[config.mk]
export PLATFORM = sky130hd
export DESIGN_NAME = cache_ctrl_flat
export DESIGN_NICKNAME = d
export VERILOG_FILES = /design/src/mem_system_pkg.sv /design/src/mem_system_if.sv /design/src/cache_ctrl.sv /design/src/flat_wrapper.sv
export SDC_FILE = /design/constraint.sdc
export NUM_CORES = 1
export LEC_CHECK = 0
export ABC_AREA = 1
export BUFFER_PORTS_ARGS = -buffer_cell sky130_fd_sc_hd__buf_2
export CAP_MARGIN = 20
export CELL_PAD_IN_SITES_DETAIL_PLACEMENT = 0
export CELL_PAD_IN_SITES_GLOBAL_PLACEMENT = 1
export CORE_ASPECT_RATIO = 1.5
export CORE_MARGIN = 2
export CORE_UTILIZATION = 26
export CTS_CLUSTER_DIAMETER = 80
export DETAILED_ROUTE_END_ITERATION = 6
export HOLD_SLACK_MARGIN = 0.06
export PLACE_DENSITY_LB_ADDON = 0.12
export SLEW_MARGIN = 15
export SYNTH_ARGS = -nofsm -noshare
export SYNTH_HDL_FRONTEND = slang
export SYNTH_SLANG_ARGS = --single-unit
export TNS_END_PERCENT = 1
[constraint.sdc]
create_clock -name clk -period 2.5 [get_ports clk]
set_clock_uncertainty 0.2 [all_clocks]
set_input_delay 0.625 -clock clk [delete_from_list [all_inputs] [get_ports clk]]
set_output_delay 0.625 -clock clk [all_outputs]
set_load 0.02 [all_outputs]
[src/mem_system_pkg.sv]
////////////////////////////////////////
// Memory system package
// Cache geometry, address fields and the
// controller state encoding
////////////////////////////////////////
package mem_system_pkg;

   ////////////////////////////////////////
   // Address and data geometry
   ////////////////////////////////////////

   // CPU word and byte address width
   localparam int word_w = 16;
   // Tag is addr[15:11]
   localparam int tag_w = 5;
   // Set index is addr[10:3]
   localparam int index_w = 8;
   // Byte offset in a line is addr[2:0]
   localparam int offset_w = 3;
   // Four 16-bit words per line
   localparam int words_per_line = 4;

   ////////////////////////////////////////
   // Timing and counters
   ////////////////////////////////////////

   // Read strobe to data on the memory port
   localparam int mem_rd_latency = 2;
   // Miss counter runs up to 5 during a fill
   localparam int cnt_w = 3;

   // Controller FSM states
   typedef enum logic [3:0] {
      idle         = 4'd0,
      rd_compare   = 4'd1,
      rd_writeback = 4'd2,
      rd_fill      = 4'd3,
      rd_return    = 4'd4,
      wr_compare   = 4'd5,
      wr_writeback = 4'd6,
      wr_fill      = 4'd7,
      wr_return    = 4'd8
   } ctrl_state_t;

endpackage
[src/mem_system_if.sv]
////////////////////////////////////////
// Memory system interfaces
// Controller links to each cache way and
// to the banked memory
////////////////////////////////////////
`timescale 1ns/10ps

// Controller to one cache way
interface way_if;
   // Request side
   logic [mem_system_pkg::tag_w-1:0]    tag;
   logic [mem_system_pkg::index_w-1:0]  index;
   logic [mem_system_pkg::offset_w-1:0] offset;
   logic [mem_system_pkg::word_w-1:0]   data_in;
   logic                                comp;
   logic                                write;
   logic                                valid_in;
   logic                                enable;
   // Lookup results
   logic                                hit;
   logic                                dirty;
   logic                                valid;
   logic [mem_system_pkg::tag_w-1:0]    tag_out;
   logic [mem_system_pkg::word_w-1:0]   data_out;

   modport ctrl (
      output tag, index, offset, data_in, comp, write, valid_in, enable,
      input  hit, dirty, valid, tag_out, data_out
   );
   modport way (
      input  tag, index, offset, data_in, comp, write, valid_in, enable,
      output hit, dirty, valid, tag_out, data_out
   );
endinterface

// Controller to the banked memory
interface mem_if;
   logic [mem_system_pkg::word_w-1:0] addr;
   logic [mem_system_pkg::word_w-1:0] data_in;
   logic                              wr;
   logic                              rd;
   logic [mem_system_pkg::word_w-1:0] data_out;

   modport ctrl (output addr, data_in, wr, rd, input data_out);
   modport mem  (input addr, data_in, wr, rd, output data_out);
endinterface

[src/cache_ctrl.sv]
////////////////////////////////////////
// Cache controller
// Request capture, way selection and the
// FSM for compare, write-back and fill
////////////////////////////////////////
`timescale 1ns/10ps

module cache_ctrl (
   input  logic                              clk,
   input  logic                              reset,
   input  logic                              rd,
   input  logic                              wr,
   input  logic [mem_system_pkg::word_w-1:0] addr,
   input  logic [mem_system_pkg::word_w-1:0] data_in,
   output logic [mem_system_pkg::word_w-1:0] data_out,
   output logic                              done,
   output logic                              stall,
   output logic                              cache_hit,
   way_if.ctrl                               way0,
   way_if.ctrl                               way1,
   mem_if.ctrl                               mem
);

   localparam int word_w   = mem_system_pkg::word_w;
   localparam int tag_w    = mem_system_pkg::tag_w;
   localparam int index_w  = mem_system_pkg::index_w;
   localparam int offset_w = mem_system_pkg::offset_w;
   localparam int cnt_w    = mem_system_pkg::cnt_w;

   mem_system_pkg::ctrl_state_t state;
   mem_system_pkg::ctrl_state_t next_state;

   logic [word_w-1:0]   req_addr;
   logic [word_w-1:0]   req_data;
   logic [cnt_w-1:0]    cnt;
   logic                victim;
   logic                flag0;
   logic                flag1;

   logic [tag_w-1:0]    req_tag;
   logic [index_w-1:0]  req_index;
   logic                hit0;
   logic                hit1;
   logic                real_hit;
   logic                evict;
   logic                fill_way;
   logic                sel_way;
   logic [word_w-1:0]   sel_data;
   logic [tag_w-1:0]    sel_tag;
   logic                is_wr;
   logic                in_cmp;
   logic                in_wb;
   logic                in_fill;
   logic [1:0]          fill_word;
   // Way controls shared by both ways before enable gating
   logic                en0;
   logic                en1;
   logic                c_comp;
   logic                c_write;
   logic [offset_w-1:0] c_offset;
   logic [word_w-1:0]   c_data;

   ////////////////////////////////////////
   // Decode and way selection
   ////////////////////////////////////////

   assign req_tag   = req_addr[word_w-1 -: tag_w];
   assign req_index = req_addr[offset_w +: index_w];

   assign is_wr   = state inside {mem_system_pkg::wr_compare, mem_system_pkg::wr_writeback,
                                  mem_system_pkg::wr_fill, mem_system_pkg::wr_return};
   assign in_cmp  = state inside {mem_system_pkg::rd_compare, mem_system_pkg::wr_compare};
   assign in_wb   = state inside {mem_system_pkg::rd_writeback, mem_system_pkg::wr_writeback};
   assign in_fill = state inside {mem_system_pkg::rd_fill, mem_system_pkg::wr_fill};

   assign hit0     = way0.hit && way0.valid;
   assign hit1     = way1.hit && way1.valid;
   assign real_hit = hit0 || hit1;

   // Victim flips after this compare, so the evicted way is the other one
   assign evict = way0.valid && way1.valid && (victim ? way0.dirty : way1.dirty);

   // Invalid way first, then the victim
   assign fill_way = !flag0 ? 1'b0 : (!flag1 ? 1'b1 : victim);
   assign sel_way  = hit0 ? 1'b0 : (hit1 ? 1'b1 : victim);
   assign sel_data = sel_way ? way1.data_out : way0.data_out;
   assign sel_tag  = sel_way ? way1.tag_out : way0.tag_out;

   // Memory data trails the read strobe by two counts
   assign fill_word = cnt[1:0] - 2'd2;

   // Way ports
   assign way0.tag      = req_tag;
   assign way0.index    = req_index;
   assign way0.offset   = c_offset;
   assign way0.data_in  = c_data;
   assign way0.enable   = en0;
   assign way0.comp     = en0 && c_comp;
   assign way0.write    = en0 && c_write;
   assign way0.valid_in = c_write && !c_comp;
   assign way1.tag      = req_tag;
   assign way1.index    = req_index;
   assign way1.offset   = c_offset;
   assign way1.data_in  = c_data;
   assign way1.enable   = en1;
   assign way1.comp     = en1 && c_comp;
   assign way1.write    = en1 && c_write;
   assign way1.valid_in = c_write && !c_comp;

   ////////////////////////////////////////
   // Registers
   ////////////////////////////////////////

   always_ff @(posedge clk) begin
      if (reset) begin
         state  <= mem_system_pkg::idle;
         victim <= 1'b0;
         flag0  <= 1'b0;
         flag1  <= 1'b0;
      end else begin
         state <= next_state;
         if (in_cmp) begin
            victim <= !victim;
         end
         if (state == mem_system_pkg::idle || in_cmp) begin
            flag0 <= way0.valid;
            flag1 <= way1.valid;
         end
      end
   end

   // Miss counter wraps after the fourth write-back word
   always_ff @(posedge clk) begin
      if (reset) begin
         cnt <= '0;
      end else if (in_fill || (in_wb && cnt != cnt_w'(3))) begin
         cnt <= cnt + 1'b1;
      end else begin
         cnt <= '0;
      end
   end

   // Request held for the whole miss
   always_ff @(posedge clk) begin
      if (state == mem_system_pkg::idle) begin
         req_addr <= addr;
         req_data <= data_in;
      end
   end

   ////////////////////////////////////////
   // FSM outputs and next state
   ////////////////////////////////////////

   always_comb begin
      next_state  = state;
      done        = 1'b0;
      stall       = 1'b1;
      cache_hit   = 1'b0;
      data_out    = '0;
      en0         = 1'b0;
      en1         = 1'b0;
      c_comp      = 1'b0;
      c_write     = 1'b0;
      c_offset    = req_addr[offset_w-1:0];
      c_data      = req_data;
      mem.addr    = '0;
      mem.data_in = '0;
      mem.wr      = 1'b0;
      mem.rd      = 1'b0;

      case (state)
         mem_system_pkg::idle: begin
            stall = 1'b0;
            if (rd) begin
               next_state = mem_system_pkg::rd_compare;
            end else if (wr) begin
               next_state = mem_system_pkg::wr_compare;
            end
         end
         mem_system_pkg::rd_compare, mem_system_pkg::wr_compare: begin
            // Probe both ways at once
            en0       = 1'b1;
            en1       = 1'b1;
            c_comp    = 1'b1;
            c_write   = is_wr;
            done      = real_hit;
            cache_hit = real_hit;
            if (real_hit && !is_wr) begin
               data_out = sel_data;
            end
            if (real_hit) begin
               next_state = mem_system_pkg::idle;
            end else if (evict) begin
               next_state = is_wr ? mem_system_pkg::wr_writeback : mem_system_pkg::rd_writeback;
            end else begin
               next_state = is_wr ? mem_system_pkg::wr_fill : mem_system_pkg::rd_fill;
            end
         end
         mem_system_pkg::rd_writeback, mem_system_pkg::wr_writeback: begin
            // Old line goes back under its own tag
            en0         = !fill_way;
            en1         = fill_way;
            c_offset    = {cnt[1:0], 1'b0};
            mem.wr      = 1'b1;
            mem.addr    = {sel_tag, req_index, cnt[1:0], 1'b0};
            mem.data_in = sel_data;
            if (cnt == cnt_w'(3)) begin
               next_state = is_wr ? mem_system_pkg::wr_fill : mem_system_pkg::rd_fill;
            end
         end
         mem_system_pkg::rd_fill, mem_system_pkg::wr_fill: begin
            // Reads on counts 0-3 and cache writes on counts 2-5
            en0      = !fill_way;
            en1      = fill_way;
            mem.rd   = !cnt[2];
            mem.addr = {req_addr[word_w-1:offset_w], cnt[1:0], 1'b0};
            c_write  = (cnt >= cnt_w'(2));
            c_offset = {fill_word, 1'b0};
            c_data   = mem.data_out;
            if (cnt == cnt_w'(5)) begin
               next_state = is_wr ? mem_system_pkg::wr_return : mem_system_pkg::rd_return;
            end
         end
         mem_system_pkg::rd_return: begin
            en0        = !fill_way;
            en1        = fill_way;
            done       = 1'b1;
            data_out   = sel_data;
            next_state = mem_system_pkg::idle;
         end
         mem_system_pkg::wr_return: begin
            // Compare write merges the CPU word and marks the line dirty
            en0        = !fill_way;
            en1        = fill_way;
            c_comp     = 1'b1;
            c_write    = 1'b1;
            done       = 1'b1;
            next_state = mem_system_pkg::idle;
         end
         default: begin
            next_state = mem_system_pkg::idle;
         end
      endcase
   end

   // Filled line must be resident before the final access
   a_fill_resident_at_return : assert property (
      @(posedge clk) disable iff (reset)
      (state inside {mem_system_pkg::rd_return, mem_system_pkg::wr_return}) |-> real_hit
   );

   // Write-back only drains a valid dirty line from the chosen way
   a_writeback_line_dirty : assert property (
      @(posedge clk) disable iff (reset)
      in_wb |-> (fill_way ? (way1.valid && way1.dirty) : (way0.valid && way0.dirty))
   );

endmodule

[src/flat_wrapper.sv]
// flat-port wrapper written by rule: the top's interface ports become plain ports
module cache_ctrl_flat 
  (clk, reset, rd, wr, addr, data_in, data_out, done, stall, cache_hit, way0_tag, way0_index, way0_offset, way0_data_in, way0_comp, way0_write, way0_valid_in, way0_enable, way0_hit, way0_dirty, way0_valid, way0_tag_out, way0_data_out, way1_tag, way1_index, way1_offset, way1_data_in, way1_comp, way1_write, way1_valid_in, way1_enable, way1_hit, way1_dirty, way1_valid, way1_tag_out, way1_data_out, mem_addr, mem_data_in, mem_wr, mem_rd, mem_data_out);
  way_if way0_i ();
  way_if way1_i ();
  mem_if mem_i ();
  input  logic clk;
  input  logic reset;
  input  logic rd;
  input  logic wr;
  input  logic [mem_system_pkg::word_w-1:0] addr;
  input  logic [mem_system_pkg::word_w-1:0] data_in;
  output logic [mem_system_pkg::word_w-1:0] data_out;
  output logic done;
  output logic stall;
  output logic cache_hit;
  output wire logic [$bits(way0_i.tag)-1:0] way0_tag;
  output wire logic [$bits(way0_i.index)-1:0] way0_index;
  output wire logic [$bits(way0_i.offset)-1:0] way0_offset;
  output wire logic [$bits(way0_i.data_in)-1:0] way0_data_in;
  output wire logic [$bits(way0_i.comp)-1:0] way0_comp;
  output wire logic [$bits(way0_i.write)-1:0] way0_write;
  output wire logic [$bits(way0_i.valid_in)-1:0] way0_valid_in;
  output wire logic [$bits(way0_i.enable)-1:0] way0_enable;
  input wire logic [$bits(way0_i.hit)-1:0] way0_hit;
  input wire logic [$bits(way0_i.dirty)-1:0] way0_dirty;
  input wire logic [$bits(way0_i.valid)-1:0] way0_valid;
  input wire logic [$bits(way0_i.tag_out)-1:0] way0_tag_out;
  input wire logic [$bits(way0_i.data_out)-1:0] way0_data_out;
  output wire logic [$bits(way1_i.tag)-1:0] way1_tag;
  output wire logic [$bits(way1_i.index)-1:0] way1_index;
  output wire logic [$bits(way1_i.offset)-1:0] way1_offset;
  output wire logic [$bits(way1_i.data_in)-1:0] way1_data_in;
  output wire logic [$bits(way1_i.comp)-1:0] way1_comp;
  output wire logic [$bits(way1_i.write)-1:0] way1_write;
  output wire logic [$bits(way1_i.valid_in)-1:0] way1_valid_in;
  output wire logic [$bits(way1_i.enable)-1:0] way1_enable;
  input wire logic [$bits(way1_i.hit)-1:0] way1_hit;
  input wire logic [$bits(way1_i.dirty)-1:0] way1_dirty;
  input wire logic [$bits(way1_i.valid)-1:0] way1_valid;
  input wire logic [$bits(way1_i.tag_out)-1:0] way1_tag_out;
  input wire logic [$bits(way1_i.data_out)-1:0] way1_data_out;
  output wire logic [$bits(mem_i.addr)-1:0] mem_addr;
  output wire logic [$bits(mem_i.data_in)-1:0] mem_data_in;
  output wire logic [$bits(mem_i.wr)-1:0] mem_wr;
  output wire logic [$bits(mem_i.rd)-1:0] mem_rd;
  input wire logic [$bits(mem_i.data_out)-1:0] mem_data_out;
  assign way0_tag = way0_i.tag;
  assign way0_index = way0_i.index;
  assign way0_offset = way0_i.offset;
  assign way0_data_in = way0_i.data_in;
  assign way0_comp = way0_i.comp;
  assign way0_write = way0_i.write;
  assign way0_valid_in = way0_i.valid_in;
  assign way0_enable = way0_i.enable;
  assign way0_i.hit = way0_hit;
  assign way0_i.dirty = way0_dirty;
  assign way0_i.valid = way0_valid;
  assign way0_i.tag_out = way0_tag_out;
  assign way0_i.data_out = way0_data_out;
  assign way1_tag = way1_i.tag;
  assign way1_index = way1_i.index;
  assign way1_offset = way1_i.offset;
  assign way1_data_in = way1_i.data_in;
  assign way1_comp = way1_i.comp;
  assign way1_write = way1_i.write;
  assign way1_valid_in = way1_i.valid_in;
  assign way1_enable = way1_i.enable;
  assign way1_i.hit = way1_hit;
  assign way1_i.dirty = way1_dirty;
  assign way1_i.valid = way1_valid;
  assign way1_i.tag_out = way1_tag_out;
  assign way1_i.data_out = way1_data_out;
  assign mem_addr = mem_i.addr;
  assign mem_data_in = mem_i.data_in;
  assign mem_wr = mem_i.wr;
  assign mem_rd = mem_i.rd;
  assign mem_i.data_out = mem_data_out;
  cache_ctrl u_core (.clk(clk), .reset(reset), .rd(rd), .wr(wr), .addr(addr), .data_in(data_in), .data_out(data_out), .done(done), .stall(stall), .cache_hit(cache_hit), .way0(way0_i), .way1(way1_i), .mem(mem_i));
endmodule
==> flow_results.org <==
** Setup path
- STA classifies the critical path endpoint as a primary output.
- The worst setup path is of the in -> out kind.
- Arrival @ worst endpoint :: approximately 1.6 ns
- CP Data Required Time :: roughly 1.7 ns
- Maximum fanout along the worst path :: 6
- The worst setup path is launched from an input port.

** Routing
- After detailed routing, the number of remaining DRC violations is 0.
- Wires add up to 8.39 mm.
- In this run, the number of DRC markers left after iteration 0 of detailed routing was 60.
- Once detail routing completed, the nets flagged for antenna violations numbered 0.
- Using the TritonRoute via totals, the vias-per-cell ratio works out to between 4 and 5.
- Vias :: between 2000 and 3000
- Number of detailed-route iterations in the first pass :: 4
- In the final routed layout, each cell accounts on average for ~12 um.

** GRT
- The initial antenna violation count came to 0.
- The first global-routing pass estimated about 12 mm of wire.
- Across every metal layer, demand over resource in global routing totals 0.135.
- Entering global routing, the biggest net connects 23 pins.
- Number of global-route vias before repair :: about 2600
- After global routing the overflow that remains totals 0.

** Finish
- Share of final-layout standard cells stronger than drive strength 1 :: 0.528
- Most common cell after layout, fill and taps aside :: buf_2
- Filler cell count :: around 1200
- The finished cells cover just over 0.004 mm^2.
- The repair_antennas step left the layout with diodes totalling 0.
- The final layout contains 645 nets.
- Relative to the synthesized area, the layout overhead comes to 50.3%.
- In the layout the commonest cells are buf_2, nand2_1, nor2_1.
- Count of placed standard cells in the final layout, fillers left out :: about 690

** Timing
- The number of hold violations in the final report came to 0.
- Count of endpoints failing setup in the final report :: 0
- Minimum setup slack in the final design :: 0.0619 ns
- Timing-limited maximum frequency :: roughly 410 MHz
- Dividing the final minimum period by the clock period gives 0.975.
- For the final routed database, the setup TNS stands at 0 ns.
- Unrepaired setup endpoints after global routing :: true
- The routed design could run at a clock period as short as between 2 and 2.5 ns.
- The final-report max-slew violation count was 0.

** Power
- The internal portion of the total power is approximately 2.8 mW.
- The design draws around 5.6 mW.
- Static Leak :: ~2.3 nW
- For this design the total switching power over the nets is between 2 and 3 mW.
- Of the total power, the clock network draws 0.111.
- The share of total power dissipated in sequential elements is 0.238.
- Of the total power, the share spent switching nets is 0.505.
- Combinational share of power :: 0.651
- Peak supply drop :: 0.000566 V
- Power spread over the standard cell area amounts to approximately 1400 mW/mm^2.

** Placement
- The congestion estimate from routability-driven global placement came to ~0.73.
- Prior to clock tree synthesis, the placed netlist has a worst setup slack of around 0.010 ns.
- Total cell area at the placement stage :: between 0.003 and 0.004 mm^2
- Post-DP HPWL :: 6.65 mm
- Number of placed cells counting well taps :: 675
- Number of input and output port buffers inserted :: 223

** Clock network
- After clock tree synthesis, the clock-pin slew on the worst setup and hold paths is ~0.060 ns.
- Setup Buffers After CTS :: 0
- Buffers inserted during clock tree synthesis total 5.
- Hold repair after CTS inserted 0 buffers.
- CTS saw 42 sinks.
- Clock tree root buffer cell :: clkbuf_16
- Clock tree from TritonCTS :: yes
- The later pin in the worst-skew pair is clocked with a latency of about 0.28 ns.
- Max Root-Sink Buffers :: 2
- In this run the number of H-tree levels came out at 2.

** Floorplan
- FP Rows :: 46
- Measured along the x axis, the die boundary spans about 90 um.
- Core Box Area :: around 0.010 mm^2
- around 230 I/O pins were placed.
- From bottom edge to top edge, the die measures between 100 and 150 um.
- Die area :: 0.0115 mm^2
- For this configuration, the core starts out at a cell density of 0.263.

** Synthesis
- Net count of the mapped netlist :: 457
- Summing every instance area after synthesis gives around 0.0028 mm^2.
- The share of the Yosys chip area taken by registers is 0.421.
- Flops & latches, synth :: 42
- Yosys printed 0 warnings.
- Counting flops with a built-in enable in the synthesized netlist gives 32.
- In the synthesized netlist, the number of instances is between 300 and 400.
- Counting flops with an async set or reset pin after synthesis yields a share of 0.
- Primary flip-flop cell chosen by synthesis mapping :: edfxtp_1
- After synthesis, the mean cell area works out to around 7.8 um^2.
- Synthesis instantiated 25 different standard cells from the library.

** Hold path
- Type of the most critical hold path :: reg -> reg

** Run status
- The run finished with clean final reports.

** Flow run
- Max-cap violations in this run came to 0.
==> routing by layer <==
| layer | share of wire | routed length (um) | track usage |
|---|---|---|---|
| met5 | 0 | 0 | 0 |
| met4 | 0.012 | 97 | 0.0455 |
| met3 | 0.072 | 608 | 0.0240 |
| met1 | 0.35 | 2930 | 0.135 |
| met2 | 0.57 | 4750 | 0.272 |
==> flip-flops by register name (all words and copies together), names as in the netlist <==
register / cells
u_core.flag0: 1
u_core.state: 4
u_core.req_addr: 16
u_core.victim: 1
u_core.cnt: 3
u_core.flag1: 1
u_core.req_data: 16
==> kinds of logic after synthesis <==
family	synth area share
buffers and inverters	0.198
and+or+nand+nor	0.246
AOI/OAI and AO/OA	0.0580
DFF	0.421
adders and majority gates	0.0181
muxes	0.0580
other	0.00136
==> final timing paths <==
kind | depth (start not counted) | end | from | slack, ns
min | 1 | u_core.cnt[0] | u_core.cnt[0] | 0.24
min reg2reg | 1 | u_core.cnt[0] | u_core.cnt[0] | 0.24
max reg2reg | 9 | u_core.state[2] | u_core.state[1] | 0.83
max | 8 | mem_data_in[5] | way1_valid | 0.06
==> power groups by stage <==
stage	clock, mW	combinational (mW)	sequential (mW)
finish	0.621	3.65	1.33
global route	0.678	4.01	1.38
CTS	0.655	3.50	1.33
detailed placement	0	3.48	1.34
global placement	0	3.50	1.33
floorplan	0	2.79	1.30
==> per-stage QoR <==
stage | hold slack [ns] | util
detailed placement | 0.254 | 0.358
floorplan | 0.233 | -
CTS | 0.270 | 0.373
finish | 0.239 | 0.396
global route | 0.270 | 0.396
global placement | 0.245 | 0.358
==> worst max-delay path: stages <==
cell and delay, ns:
buf_6 0.10, nand2_4 0.06, nand2_2 0.06, nand2_4 0.13, buf_12 0.15, mux2i_1 0.23, nor2_1 0.09, buf_2 0.16
==> final cells by class <==
cell class	instances	area, um^2	share of cell area
clock buffer	6	129	0.0311
clock inverter	2	10.0	0.00241
inverter	33	130	0.0314
multi-input combinational	221	1180	0.286
sequential	42	1170	0.283
tap	144	180	0.0434
timing repair buffer	238	1340	0.323
==> repair_timing <==
action                     in CTS  in global routing
cloned                          0                  3
resized for setup               7                 51
setup endpoints to repair      53                 69
pin swaps                       1                  8
==> cell usage after synthesis, drive strengths merged (2+ instances only) <==
library cell,number,share of area
ha,4,0.018
a21oi,6,0.011
nor2,67,0.096
o21ai,18,0.033
edfxtp,32,0.35
mux2i,16,0.058
nor3,2,0.0036
inv,33,0.045
nand2,98,0.13
buf,57,0.15
dfxtp,10,0.073
nand3,4,0.011
Power figures use the tool's default switching activity.
